File: src/mask_defines.svh
// Global sizes for the masked video output block
// Pipe count, Wishbone bus widths, IDI beat widths
`ifndef MASK_DEFINES_SVH
`define MASK_DEFINES_SVH

// Number of black line generator pipes
`define MASK_NUM_PIPES 4

// Wishbone classic slave
`define MASK_WB_AW 8    // Byte address
`define MASK_WB_DW 32

// IDI beat
`define IDI_PAYLOAD_W 128
`define IDI_BE_W      16  // One enable per payload byte

`endif

File: src/idi_pkg.sv
// IDI beat payload union and packet datatype constants
`include "mask_defines.svh"

package idi_pkg;

    // Short packet datatypes
    localparam logic [5:0] DT_FS = 6'h00;  // Frame start
    localparam logic [5:0] DT_FE = 6'h01;  // Frame end

    // ========================================================================
    // Beat payload, one word with two readings
    // ========================================================================
    // Header view for FS, FE and the long packet header.
    // wf is the word count of a long header, the frame number of FS/FE
    typedef union packed {
        struct packed {
            logic [`IDI_PAYLOAD_W-25:0] rsvd;  // Always zero
            logic [15:0]                wf;
            logic [5:0]                 dt;
            logic [1:0]                 vc;    // Low bits of the beat
        } hdr;
        logic [`IDI_BE_W-1:0][7:0] px;         // Byte 0 in bits 7:0
    } idi_payload_u;

endpackage

File: src/mask_cfg_pkg.sv
// Register map of the Wishbone slave
// Offsets and configuration word fields
`include "mask_defines.svh"

package mask_cfg_pkg;

    // Per-pipe banks, pipe i at base + 4*i
    localparam logic [`MASK_WB_AW-1:0] REG_CFG_BASE  = 'h00;  // Read/write
    localparam logic [`MASK_WB_AW-1:0] REG_FCNT_BASE = 'h20;  // Read only

    // Configuration word
    localparam int CFG_WC_LSB = 0;   // Word count, 16 bits
    localparam int CFG_DT_LSB = 16;  // Datatype, 6 bits
    localparam int CFG_VC_LSB = 24;  // Virtual channel, 2 bits
    localparam int CFG_EN_BIT = 31;  // Pipe enable

endpackage

File: src/black_line_gen.sv
// Black line generator for one masked pipe
// FSM emitting FS, long header, zero data beats and FE
`include "mask_defines.svh"

module black_line_gen (
    input  logic                  clk,
    input  logic                  rst_n,
    input  logic                  en,
    input  logic [1:0]            vc,
    input  logic [5:0]            dt,
    input  logic [15:0]           wc,
    input  logic [15:0]           fcnt,
    output logic                  req,
    input  logic                  grant,
    output logic                  line_end,
    output logic                  beat_valid,
    input  logic                  beat_ready,
    output idi_pkg::idi_payload_u payload,
    output logic [`IDI_BE_W-1:0]  byte_en,
    output logic                  hdr_flag,
    output logic                  ftr_flag,
    output logic                  short_flag,
    output logic                  data_flag
);

    // ========================================================================
    // State encoding
    // ========================================================================
    localparam logic [2:0] IDLE       = 3'd0;
    localparam logic [2:0] WAIT_GRANT = 3'd1;
    localparam logic [2:0] FS         = 3'd2;
    localparam logic [2:0] HEADER     = 3'd3;
    localparam logic [2:0] DATA       = 3'd4;
    localparam logic [2:0] FE         = 3'd5;

    logic [2:0]           state;
    logic [11:0]          cnt;       // Data beat index
    logic [11:0]          last_idx;  // ceil(wc/16) - 1
    logic [`IDI_BE_W-1:0] last_be;
    logic [1:0]           lat_vc;
    logic [5:0]           lat_dt;
    logic [15:0]          lat_wc;
    logic [15:0]          lat_fnum;
    logic                 last_beat;
    logic                 fire;      // Beat accepted

    assign fire      = beat_valid & beat_ready;
    assign last_beat = (cnt == last_idx);

    // ========================================================================
    // FSM and beat counter
    // ========================================================================
    always_ff @(posedge clk or negedge rst_n) begin
        if (!rst_n) begin
            state <= IDLE;
            cnt   <= '0;
        end else begin
            case (state)
                IDLE:       if (en) state <= WAIT_GRANT;  // One idle cycle between lines
                WAIT_GRANT: begin
                    // Request held until granted
                    if (grant) begin
                        state <= FS;
                        cnt   <= '0;
                    end
                end
                FS:         if (fire) state <= HEADER;
                HEADER:     if (fire) state <= DATA;
                DATA: begin
                    if (fire) begin
                        cnt <= cnt + 12'd1;
                        if (last_beat)
                            state <= FE;
                    end
                end
                FE:         if (fire) state <= IDLE;
                default:    state <= IDLE;
            endcase
        end
    end

    // Line snapshot, stable for the whole line
    always_ff @(posedge clk) begin
        if (state == WAIT_GRANT && grant) begin
            lat_vc   <= vc;
            lat_dt   <= dt;
            lat_wc   <= wc;
            lat_fnum <= fcnt;
            last_idx <= 12'((wc - 16'd1) >> 4);
            // Low (wc mod 16) bytes, full beat when it divides evenly
            last_be  <= (wc[3:0] == 4'd0) ? '1 : (`IDI_BE_W'(1) << wc[3:0]) - `IDI_BE_W'(1);
        end
    end

    // ========================================================================
    // Beat outputs, decoded from state
    // ========================================================================
    assign req        = (state == WAIT_GRANT);
    assign beat_valid = (state == FS) || (state == HEADER) || (state == DATA) || (state == FE);
    assign line_end   = (state == FE) && beat_ready;  // FE accepted
    assign hdr_flag   = (state == FS) || (state == HEADER) || (state == FE);
    assign short_flag = (state == FS) || (state == FE);
    assign data_flag  = (state == DATA);
    assign ftr_flag   = (state == DATA) && last_beat;

    always_comb begin
        payload = '0;
        byte_en = '0;
        case (state)
            FS, FE: begin
                payload.hdr.vc = lat_vc;
                payload.hdr.dt = (state == FS) ? idi_pkg::DT_FS : idi_pkg::DT_FE;
                payload.hdr.wf = lat_fnum;  // Frame number
            end
            HEADER: begin
                payload.hdr.vc = lat_vc;
                payload.hdr.dt = lat_dt;
                payload.hdr.wf = lat_wc;
            end
            DATA: begin
                payload.px = '0;  // Black pixels
                byte_en    = last_beat ? last_be : '1;
            end
            default: ;
        endcase
    end

    // ========================================================================
    // Checks
    // ========================================================================
    // Stalled beat must not change under the scheduler
    a_hold: assert property (@(posedge clk) disable iff (!rst_n)
        beat_valid && !beat_ready |=> beat_valid && $stable(payload) && $stable(byte_en)
        && $stable({hdr_flag, ftr_flag, short_flag, data_flag}));

    a_grant_req: assert property (@(posedge clk) disable iff (!rst_n)
        grant |-> req);

    // Zero-length lines are not supported by the register setup
    a_wc_nz: assert property (@(posedge clk) disable iff (!rst_n)
        grant |-> wc != 16'd0);

endmodule

File: src/line_sched.sv
// Round-robin line scheduler
// Grants one pipe per line and muxes its beats to the output port
`include "mask_defines.svh"

module line_sched (
    input  logic                                     clk,
    input  logic                                     rst_n,
    input  logic [`MASK_NUM_PIPES-1:0]               req,
    output logic [`MASK_NUM_PIPES-1:0]               grant,
    input  logic [`MASK_NUM_PIPES-1:0]               line_end,
    input  logic [`MASK_NUM_PIPES-1:0]               beat_valid,
    output logic [`MASK_NUM_PIPES-1:0]               beat_ready,
    input  idi_pkg::idi_payload_u [`MASK_NUM_PIPES-1:0] payloads,
    input  logic [`MASK_NUM_PIPES-1:0][`IDI_BE_W-1:0] byte_ens,
    input  logic [`MASK_NUM_PIPES-1:0]               hdr_flags,
    input  logic [`MASK_NUM_PIPES-1:0]               ftr_flags,
    input  logic [`MASK_NUM_PIPES-1:0]               short_flags,
    input  logic [`MASK_NUM_PIPES-1:0]               data_flags,
    output logic                                     out_valid,
    input  logic                                     out_ready,
    output idi_pkg::idi_payload_u                    out_payload,
    output logic [`IDI_BE_W-1:0]                     out_byte_en,
    output logic                                     out_hdr,
    output logic                                     out_ftr,
    output logic                                     out_short,
    output logic                                     out_data
);

    localparam int N  = `MASK_NUM_PIPES;
    localparam int IW = (N > 1) ? $clog2(N) : 1;

    logic          busy;   // A line is in flight
    logic [IW-1:0] owner;  // Pipe holding the output
    logic [IW-1:0] ptr;    // Last pipe that finished a line
    logic [IW-1:0] pick;
    logic [IW-1:0] cand;
    logic          found;

    // First requester after ptr, wrapping
    always_comb begin
        found = 1'b0;
        pick  = ptr;
        cand  = ptr;
        for (int k = 1; k <= N; k++) begin
            cand = IW'((int'(ptr) + k) % N);
            if (!found && req[cand]) begin
                found = 1'b1;
                pick  = cand;
            end
        end
    end

    // ========================================================================
    // Grant and ownership
    // ========================================================================
    always_ff @(posedge clk or negedge rst_n) begin
        if (!rst_n) begin
            busy  <= 1'b0;
            owner <= '0;
            ptr   <= IW'(N - 1);  // Pipe 0 goes first
            grant <= '0;
        end else begin
            grant <= '0;  // Single-cycle pulse
            if (busy) begin
                if (line_end[owner]) begin
                    busy <= 1'b0;
                    ptr  <= owner;
                end
            end else if (found) begin
                busy  <= 1'b1;
                owner <= pick;
                grant <= N'(1) << pick;
            end
        end
    end

    // Output mux, owner's beat straight through
    always_comb begin
        beat_ready        = '0;
        beat_ready[owner] = busy & out_ready;
        out_valid         = busy & beat_valid[owner];
        out_payload       = payloads[owner];
        out_byte_en       = byte_ens[owner];
        out_hdr           = hdr_flags[owner];
        out_ftr           = ftr_flags[owner];
        out_short         = short_flags[owner];
        out_data          = data_flags[owner];
    end

    a_grant_1hot: assert property (@(posedge clk) disable iff (!rst_n)
        $onehot0(grant));

endmodule

File: src/mask_pipes_top.sv
// Masked video output block top level
// Register file, generator pipes and line scheduler
`include "mask_defines.svh"

module mask_pipes_top (
    input  logic                   clk,
    input  logic                   rst_n,
    input  logic                   wb_cyc,
    input  logic                   wb_stb,
    input  logic                   wb_we,
    input  logic [`MASK_WB_AW-1:0] wb_adr,
    input  logic [`MASK_WB_DW-1:0] wb_dat_w,
    output logic [`MASK_WB_DW-1:0] wb_dat_r,
    output logic                   wb_ack,
    output logic                   out_valid,
    input  logic                   out_ready,
    output idi_pkg::idi_payload_u  out_payload,
    output logic [`IDI_BE_W-1:0]   out_byte_en,
    output logic                   out_hdr,
    output logic                   out_ftr,
    output logic                   out_short,
    output logic                   out_data
);

    // Register file to generators
    logic [`MASK_NUM_PIPES-1:0]                pipe_en;
    logic [`MASK_NUM_PIPES-1:0][1:0]           pipe_vc;
    logic [`MASK_NUM_PIPES-1:0][5:0]           pipe_dt;
    logic [`MASK_NUM_PIPES-1:0][15:0]          pipe_wc;
    logic [`MASK_NUM_PIPES-1:0][15:0]          pipe_fcnt;
    // Generators to scheduler
    logic [`MASK_NUM_PIPES-1:0]                req, grant, line_end;
    logic [`MASK_NUM_PIPES-1:0]                beat_valid, beat_ready;
    idi_pkg::idi_payload_u [`MASK_NUM_PIPES-1:0] payloads;
    logic [`MASK_NUM_PIPES-1:0][`IDI_BE_W-1:0] byte_ens;
    logic [`MASK_NUM_PIPES-1:0]                hdr_flags, ftr_flags;
    logic [`MASK_NUM_PIPES-1:0]                short_flags, data_flags;

    mask_wb_regs u_regs (
        .clk, .rst_n, .wb_cyc, .wb_stb, .wb_we, .wb_adr, .wb_dat_w, .wb_dat_r, .wb_ack,
        .line_end, .pipe_en, .pipe_vc, .pipe_dt, .pipe_wc, .pipe_fcnt
    );

    for (genvar g = 0; g < `MASK_NUM_PIPES; g++) begin : g_pipe
        black_line_gen u_gen (
            .clk, .rst_n,
            .en(pipe_en[g]), .vc(pipe_vc[g]), .dt(pipe_dt[g]), .wc(pipe_wc[g]),
            .fcnt(pipe_fcnt[g]),
            .req(req[g]), .grant(grant[g]), .line_end(line_end[g]),
            .beat_valid(beat_valid[g]), .beat_ready(beat_ready[g]),
            .payload(payloads[g]), .byte_en(byte_ens[g]),
            .hdr_flag(hdr_flags[g]), .ftr_flag(ftr_flags[g]),
            .short_flag(short_flags[g]), .data_flag(data_flags[g])
        );
    end

    line_sched u_sched (
        .clk, .rst_n, .req, .grant, .line_end, .beat_valid, .beat_ready,
        .payloads, .byte_ens, .hdr_flags, .ftr_flags, .short_flags, .data_flags,
        .out_valid, .out_ready, .out_payload, .out_byte_en,
        .out_hdr, .out_ftr, .out_short, .out_data
    );

endmodule

File: src/mask_wb_regs.sv
// Wishbone classic register file
// Per-pipe configuration words and 16-bit frame counters
`include "mask_defines.svh"

module mask_wb_regs (
    input  logic                                 clk,
    input  logic                                 rst_n,
    input  logic                                 wb_cyc,
    input  logic                                 wb_stb,
    input  logic                                 wb_we,
    input  logic [`MASK_WB_AW-1:0]               wb_adr,
    input  logic [`MASK_WB_DW-1:0]               wb_dat_w,
    output logic [`MASK_WB_DW-1:0]               wb_dat_r,
    output logic                                 wb_ack,
    input  logic [`MASK_NUM_PIPES-1:0]           line_end,
    output logic [`MASK_NUM_PIPES-1:0]           pipe_en,
    output logic [`MASK_NUM_PIPES-1:0][1:0]      pipe_vc,
    output logic [`MASK_NUM_PIPES-1:0][5:0]      pipe_dt,
    output logic [`MASK_NUM_PIPES-1:0][15:0]     pipe_wc,
    output logic [`MASK_NUM_PIPES-1:0][15:0]     pipe_fcnt
);

    logic [`MASK_WB_DW-1:0] cfg  [`MASK_NUM_PIPES];
    logic [15:0]            fcnt [`MASK_NUM_PIPES];
    logic [`MASK_WB_DW-1:0] rd_data;
    logic                   access;

    // New cycle seen, ack not yet given
    assign access = wb_cyc & wb_stb & ~wb_ack;

    // ========================================================================
    // Address decode
    // ========================================================================
    always_comb begin
        rd_data = '0;  // Unmapped reads zero
        for (int i = 0; i < `MASK_NUM_PIPES; i++) begin
            if (wb_adr == mask_cfg_pkg::REG_CFG_BASE + `MASK_WB_AW'(4 * i))
                rd_data = cfg[i];
            if (wb_adr == mask_cfg_pkg::REG_FCNT_BASE + `MASK_WB_AW'(4 * i))
                rd_data = {{(`MASK_WB_DW - 16){1'b0}}, fcnt[i]};
        end
    end

    // Single-cycle ack, one cycle after cyc & stb
    always_ff @(posedge clk or negedge rst_n) begin
        if (!rst_n)
            wb_ack <= 1'b0;
        else
            wb_ack <= access;
    end

    always_ff @(posedge clk) begin
        if (access)
            wb_dat_r <= rd_data;  // Valid during ack
    end

    // Config writes land with the ack
    always_ff @(posedge clk or negedge rst_n) begin
        if (!rst_n) begin
            for (int i = 0; i < `MASK_NUM_PIPES; i++)
                cfg[i] <= '0;  // All pipes disabled
        end else begin
            for (int i = 0; i < `MASK_NUM_PIPES; i++) begin
                if (access && wb_we &&
                    wb_adr == mask_cfg_pkg::REG_CFG_BASE + `MASK_WB_AW'(4 * i))
                    cfg[i] <= wb_dat_w;
            end
        end
    end

    // Frame counters, one step per finished line, wrap at 16 bits
    always_ff @(posedge clk or negedge rst_n) begin
        if (!rst_n) begin
            for (int i = 0; i < `MASK_NUM_PIPES; i++)
                fcnt[i] <= '0;
        end else begin
            for (int i = 0; i < `MASK_NUM_PIPES; i++) begin
                if (line_end[i])
                    fcnt[i] <= fcnt[i] + 16'd1;
            end
        end
    end

    // Field split towards the generators
    always_comb begin
        for (int i = 0; i < `MASK_NUM_PIPES; i++) begin
            pipe_en[i]   = cfg[i][mask_cfg_pkg::CFG_EN_BIT];
            pipe_vc[i]   = cfg[i][mask_cfg_pkg::CFG_VC_LSB +: 2];
            pipe_dt[i]   = cfg[i][mask_cfg_pkg::CFG_DT_LSB +: 6];
            pipe_wc[i]   = cfg[i][mask_cfg_pkg::CFG_WC_LSB +: 16];
            pipe_fcnt[i] = fcnt[i];
        end
    end

    // Ack is a pulse, the master sees one ack per access
    a_ack_pulse: assert property (@(posedge clk) disable iff (!rst_n)
        wb_ack |=> !wb_ack);

endmodule

File: config.mk
export PLATFORM = sky130hd
export DESIGN_NAME = mask_pipes_top
export DESIGN_NICKNAME = d
export VERILOG_FILES = /design/src/idi_pkg.sv /design/src/mask_cfg_pkg.sv /design/src/black_line_gen.sv /design/src/line_sched.sv /design/src/mask_pipes_top.sv /design/src/mask_wb_regs.sv
export VERILOG_INCLUDE_DIRS = /design/src
export SDC_FILE = /design/constraint.sdc
export NUM_CORES = 1
export LEC_CHECK = 0
export ABC_AREA = 0
export BUFFER_PORTS_ARGS = -buffer_cell sky130_fd_sc_hd__buf_2
export CORE_ASPECT_RATIO = 0.9
export CORE_MARGIN = 1
export CORE_UTILIZATION = 43
export DETAILED_ROUTE_END_ITERATION = 8
export PLACE_DENSITY = 0.65
export SLEW_MARGIN = 10
export SYNTH_ARGS = -nofsm -noshare
export SYNTH_HDL_FRONTEND = slang
export SYNTH_HIERARCHICAL = 1
export SYNTH_SLANG_ARGS = --single-unit
export TNS_END_PERCENT = 10
File: constraint.sdc
create_clock -name clk -period 4.65 [get_ports clk]
set_clock_uncertainty 0.2 [all_clocks]
set_input_delay 0.2325 -clock clk [delete_from_list [all_inputs] [get_ports clk]]
set_output_delay 0.2325 -clock clk [all_outputs]
set_load 0.02 [all_outputs]
Word-level counts from Yosys, hierarchy flattened
Index checks and enable logic that the tools add are counted.
{"block": "op_classes", "n_addsub": 20, "magnitude_cmp": 6, "eq_ne": 59, "shift": 5, "muxes": 107, "n_bitwise": 11, "reduce_logical": 71}
{"operator": "binary-select mux 128 bit (select 2 bit)", "n": 1}
{"operator": "two-way mux 32 bit", "n": 7}
{"operator": "case mux 24 bit (2 select lines)", "n": 4}
{"operator": "two-way mux 16 bit", "n": 10}
{"operator": "two-way mux 128 bit", "n": 1}
{"operator": "subtractor 16 x 1 -> 16 bit (second input constant)", "n": 8}
{"operator": "two-way mux 12 bit", "n": 8}
{"operator": "case mux 12 bit (2 select lines)", "n": 4}
{"operator": "two-way mux 3 bit", "n": 28}
{"operator": "case mux 3 bit (6 select lines)", "n": 4}
{"operator": "adder 16 x 1 -> 16 bit (second input constant)", "n": 4}
{"operator": "<< shifter 1 x 4 -> 16 bit (first input constant)", "n": 4}
{"operator": "adder 12 x 1 -> 12 bit (second input constant)", "n": 4}
{"operator": "== test 12 bit", "n": 4}
{"operator": "binary-select mux 16 bit (select 2 bit)", "n": 1}
{"operator": "== test 8 x 6 -> 1 bit (second input constant)", "n": 4}
{"operator": "inequality test 2 x 1 -> 1 bit (second input constant)", "n": 16}
{"operator": "AND reduction 7 bit", "n": 4}
{"operator": "== test 3 x 2 -> 1 bit (second input constant)", "n": 8}
{"operator": "== test 3 bit (second input constant)", "n": 8}
{"operator": "inequality test 2 bit (second input constant)", "n": 12}
{"operator": "two-way mux 1 bit", "n": 22}
{"operator": "logical AND 1 bit", "n": 21}
{"operator": "binary-select mux 1 bit (select 2 bit)", "n": 10}
{"operator": "23 further kinds", "n": 82}
{"block": "totals", "regBits": 566, "elab_cells": 326}

Logic depth before layout (Yosys ltp)
{"block": "depth", "depth_word": 16, "mapped_depth": 12, "depth_no_buf": 8}

Hierarchy
The synthesis kept the hierarchy.
{"module": "black_line_gen", "instances": 4, "cells_each": 409, "area_per_inst_um2": 4611.9}
{"module": "mask_wb_regs", "instances": 1, "cells_each": 966, "area_per_inst_um2": 11561.1}
{"module": "line_sched", "instances": 1, "cells_each": 242, "area_per_inst_um2": 4146.5}

Worst setup path after synthesis
Ideal clock, no wire load.
{"block": "synth_timing", "kind": "reg-to-reg", "startpoint": "register g_pipe[1].u_gen.state[2]", "endpoint": "register g_pipe[1].u_gen.cnt[1]", "arrival_time_ps": 3702, "t_required_ps": 4205, "slack_ps": 503, "stages_incl_launch_ff": 7, "cell_sequence": "dfrtp_1 -> buf_2 -> nor3b_1 -> nand2_1 -> clkinv_1 -> buf_1 -> o21ai_0"}
{"block": "synth_between", "elab_cells_between_ends": 14, "cone_classes": "eq/ne (7); mux (1); bitwise (1); reduce/logical (5)"}
{"item": "from (decl)", "line_no": "black_line_gen.sv:36", "rtl": "logic [2:0] state;"}
{"item": "from (signal assigned)", "line_no": "black_line_gen.sv:55", "rtl": "state <= IDLE;"}
{"item": "from (signal assigned)", "line_no": "black_line_gen.sv:59", "rtl": "IDLE: if (en) state <= WAIT_GRANT;"}
{"item": "from (signal assigned)", "line_no": "black_line_gen.sv:63", "rtl": "state <= FS;"}
{"item": "== test 3 x 1 -> 1 bit *"}
{"item": "named net req[1]", "line_no": "mask_pipes_top.sv:32", "rtl": "logic [`MASK_NUM_PIPES-1:0] req, grant, line_end;"}
{"item": "inequality test 2 x 1 -> 1 bit (no line) / nonzero test 2 bit (equally long branches)"}
{"item": "AND reduction 3 bit (no line)"}
{"item": "to (signal assigned)", "line_no": "black_line_gen.sv:71", "rtl": "cnt <= cnt + 12'd1;"}
{"item": "to (decl)", "line_no": "black_line_gen.sv:37", "rtl": "logic [11:0] cnt;"}
The timed path passes the listed nets; every way through them passes the cells marked *.
A chain may end at the register's enable or synchronous reset.

==> impl_metrics.json <==
{
  "antenna_left": 0,
  "yosys_warnings": 6,
  "finalSetupViolations": 0,
  "async_reset_ff_share_pct": 46.29,
  "synthCells": 2844,
  "cts_sinks": 566,
  "nets": 2934,
  "p_total_mw": 14.23,
  "crit_type": "flop to output port",
  "cts_resized": 0,
  "first_pass_iters": 5,
  "grtUsageMet1_pct": 30.18,
  "critical_path_arrival_ns": 3.31,
  "insertion_delay_ns": 0.65,
  "synth.ff_latch_count": 566,
  "tightest_slew_ns": 1.127,
  "endpoint_kind": "output port",
  "grt_max_degree": 117,
  "synth_area_leader_cell": "edfxtp_1",
  "h-tree-depth": 2,
  "grt_pass1_vias": 20406,
  "coreArea_um2": 78280,
  "die-area_um2": 80560,
  "hp-class": "input port to flop",
  "avgSynthCellArea_um2": 12.01,
  "outcome": "finished clean",
  "cts_inserted_buffers": 58,
  "grt.total_usage_pct": 21.00,
  "worstPathMaxFanout": 17,
  "start_util_pct": 43.63,
  "cts.reportedPaths.clkPinSlew_ns": 0.06,
  "drc_errors": 0,
  "synth.distinct_cells": 72,
  "relSlewSlack_pct": 24.72,
  "io_buffers": 123,
  "crit_chain": "xor2_1 > nor4_1 > nand3_1 > buf_4 > o21a_1 > mux4_2 > buf_2",
  "grt_pass1_wl_um": 128800,
  "hold_path_depth": 4,
  "use_met3_pct": 3.118,
  "wirelength_um": 84930,
  "ios": 228,
  "routedWlPerCell_um": 21.42,
  "synth_ff_type": "edfxtp_1",
  "syn_to_final_growth_pct": 5.319,
  "rsz0062_at_grt": "no",
  "p_leak_nw": 14.93,
  "grt.overflow.total": 0,
  "row_count": 97,
  "startpoint_type": "flop",
  "final.fill_count": 7204,
  "synth_seq_area_share_pct": 45.93,
  "antenna_found_initial": 6,
  "cts_tree": "built",
  "vias_per_cell": 5.338,
  "ff2ff_path_depth": 4,
  "met2_usage_pct": 32.73,
  "powerDensity_nw_per_um2": 395.5,
  "setup_tns_ns": 0,
  "vdd_drop_max_uv": 368.2,
  "ys_top_cells_by_area": "edfxtp_1, dfrtp_1, buf_4, mux4_2, xor2_1",
  "synth_area_um2": 34160,
  "final_max_slew_viol_count": 0,
  "critPathMaxStageDelay_ns": 0.68,
  "drtIter0Drc": 1988,
  "cts-root-buf": "clkbuf_16",
  "finalCriticalPeriod_ns": 3.746,
  "fmax_ghz": 0.2670,
  "grt-busiest-layer": "met2",
  "reg2reg_slack_ns": 1.05,
  "post-route-period-util_pct": 80.55,
  "worst_hold_slack_ns": 0.02788,
  "die_h_um": 269.4,
  "clockBufferDepth": 3,
  "critical_path_required_ns": 4.22,
  "yosysTopAreaCellShare_pct": 26.73,
  "vias": 21164,
  "final_layout_size_suffix_gt1_share_pct": 21.20,
  "slowest_stage": "nor4_1",
  "synth_edf_count": 304,
  "gp_congestion": 0.9091,
  "place_hpwl_um": 59360,
  "hold_violations": 0,
  "drv_cap": 0,
  "fp.dieW_um": 299.1
}
sequential cells by signal, summed over array words and instances (netlist names), 12 cells and up:
name and cells:
u_regs/pipe_dt 24, g_pipe.u_gen/lat_fnum 64, g_pipe.u_gen/last_be 64, u_regs/wb_dat_r 32, u_regs/cfg 28, g_pipe.u_gen/state 12, g_pipe.u_gen/cnt 48, g_pipe.u_gen/last_idx 48
g_pipe.u_gen/lat_dt 24, u_regs/pipe_wc 64, u_regs/pipe_fcnt 64, g_pipe.u_gen/lat_wc 64
kinds of logic (layout without fill, tap and decap cells):
group | Yosys count | count (layout) | synth area share, %
buffers and inverters | 701 | 370 | 14.02
AO/OA/AOI/OAI | 431 | 431 | 8.781
multiplexers | 335 | 335 | 16.46
adder cells (fa/ha/maj) | 12 | 12 | 0.4396
other | 8 | 421 | 0.08792
AND/OR/NAND/NOR | 627 | 627 | 10.07
flip-flops | 566 | 566 | 45.93
XOR/XNOR | 164 | 164 | 4.205
what timing repair did:
action / in CTS / in global routing
hold endpoints to repair: 289 / 0
setup endpoints to repair: 0 / 0
buffers inserted: 0 / 0
hold buffers: 38 / 0
final cells by class:
| type | instances | area (um^2) | share of cell area [%] |
|---|---|---|---|
| sequential | 566 | 15700 | 43.63 |
| multi-input combinational | 1989 | 15270 | 42.45 |
| clock buffer | 88 | 1760 | 4.894 |
| timing repair buffer | 229 | 1567 | 4.355 |
| tap | 1039 | 1300 | 3.614 |
| clock inverter | 21 | 251.5 | 0.6991 |
| inverter | 32 | 125.1 | 0.3478 |
| antenna | 1 | 2.502 | 0.006957 |
layout by cell type, fill, tap and decap left out, types with 12 or more instances in the layout:
| cell | instances |
|---|---|
| buf_2 | 121 |
| nor2_1 | 117 |
| inv_1 | 28 |
| nand2_1 | 140 |
| or4_1 | 18 |
| nand3_1 | 52 |
| and3_1 | 24 |
| nand2b_1 | 40 |
| a22o_1 | 64 |
| o31ai_1 | 16 |
| nor3_1 | 35 |
| nor4_1 | 17 |
| mux2i_1 | 52 |
| nor3_2 | 12 |
| clkbuf_16 | 63 |
| clkinv_2 | 14 |
| dfrtp_1 | 258 |
| edfxtp_1 | 304 |
| nor2b_1 | 25 |
| o22a_1 | 20 |
| o21ai_0 | 56 |
| nand3b_1 | 13 |
| o32ai_1 | 12 |
| dlygate4sd3_1 | 37 |
| mux2_2 | 67 |
| xnor2_1 | 48 |
| ha_1 | 12 |
| mux4_2 | 150 |
| and2_1 | 33 |
| a21oi_1 | 91 |
| o21a_1 | 70 |
| clkbuf_1 | 16 |
| xor2_1 | 116 |
| or3_1 | 13 |
| a221oi_1 | 14 |
| o22ai_1 | 20 |
| nand4_1 | 19 |
| buf_4 | 66 |
| conb_1 | 420 |
| mux2_4 | 60 |
per-layer routing:
layer / wire [um] / up-vias
met5: 34 / -
li1: - / 9593
met4: 2426 / 6
met2: 38530 / 816
met1: 38060 / 10604
met3: 5877 / 145
cells in the mapped netlist (all sizes together), types with 15 or more instances:
cell type,instances
nand2b,40
a21oi,91
nor4,22
a22o,64
clkbuf,72
mux4,150
nor3,47
o31ai,16
edfxtp,304
nand4,19
mux2i,52
or3,15
buf,597
nand3,52
inv,28
nor2b,25
o21ai,64
o22a,20
mux2,133
xor2,116
or4,18
dfrtp,260
and3,24
o21a,70
xnor2,48
o22ai,20
nor2,125
nand2,142
and2,33
stage by stage:
stage	instances	instance area (um^2)	setup WS [ns]	util (%)
global placement	3817	33570	1.155	42.88
CTS	3964	35970	0.9257	45.95
finish	3965	35970	0.9045	45.95
detailed placement	3817	33570	1.099	42.88
floorplan	3256	35700	0.5030	-
global route	3965	35970	0.8077	45.95
worst max-delay path: cells and delay by family (launching register included):
| kind | cells | cell delay, ns |
|---|---|---|
| simple gates | 2 | 0.88 |
| buf+inv | 2 | 0.47 |
| compound gates | 1 | 0.19 |
| flops | 1 | 0.44 |
| xor+xnor | 1 | 0.16 |
| mux | 1 | 0.51 |
final timing paths:
check,start,endpoint
setup / recovery,g_pipe[0].u_gen/cnt[7],out_byte_en[2]
hold / removal,wb_stb,u_regs/wb_ack
setup reg to reg,g_pipe[1].u_gen/state[0],g_pipe[1].u_gen/last_be[3]
hold reg to reg,u_regs/pipe_dt[16],g_pipe[2].u_gen/lat_dt[4]
max in group asynchronous,rst_n,g_pipe[3].u_gen/state[0]
min in group asynchronous,rst_n,u_sched/grant[0]
report_power, final:
part | switching [mW] | internal (mW) | total (mW)
registers | 0.303 | 5.40 | 5.70
logic | 2.12 | 1.53 | 3.65
clock network | 2.03 | 2.84 | 4.88
Power figures use the tool's default switching activity.
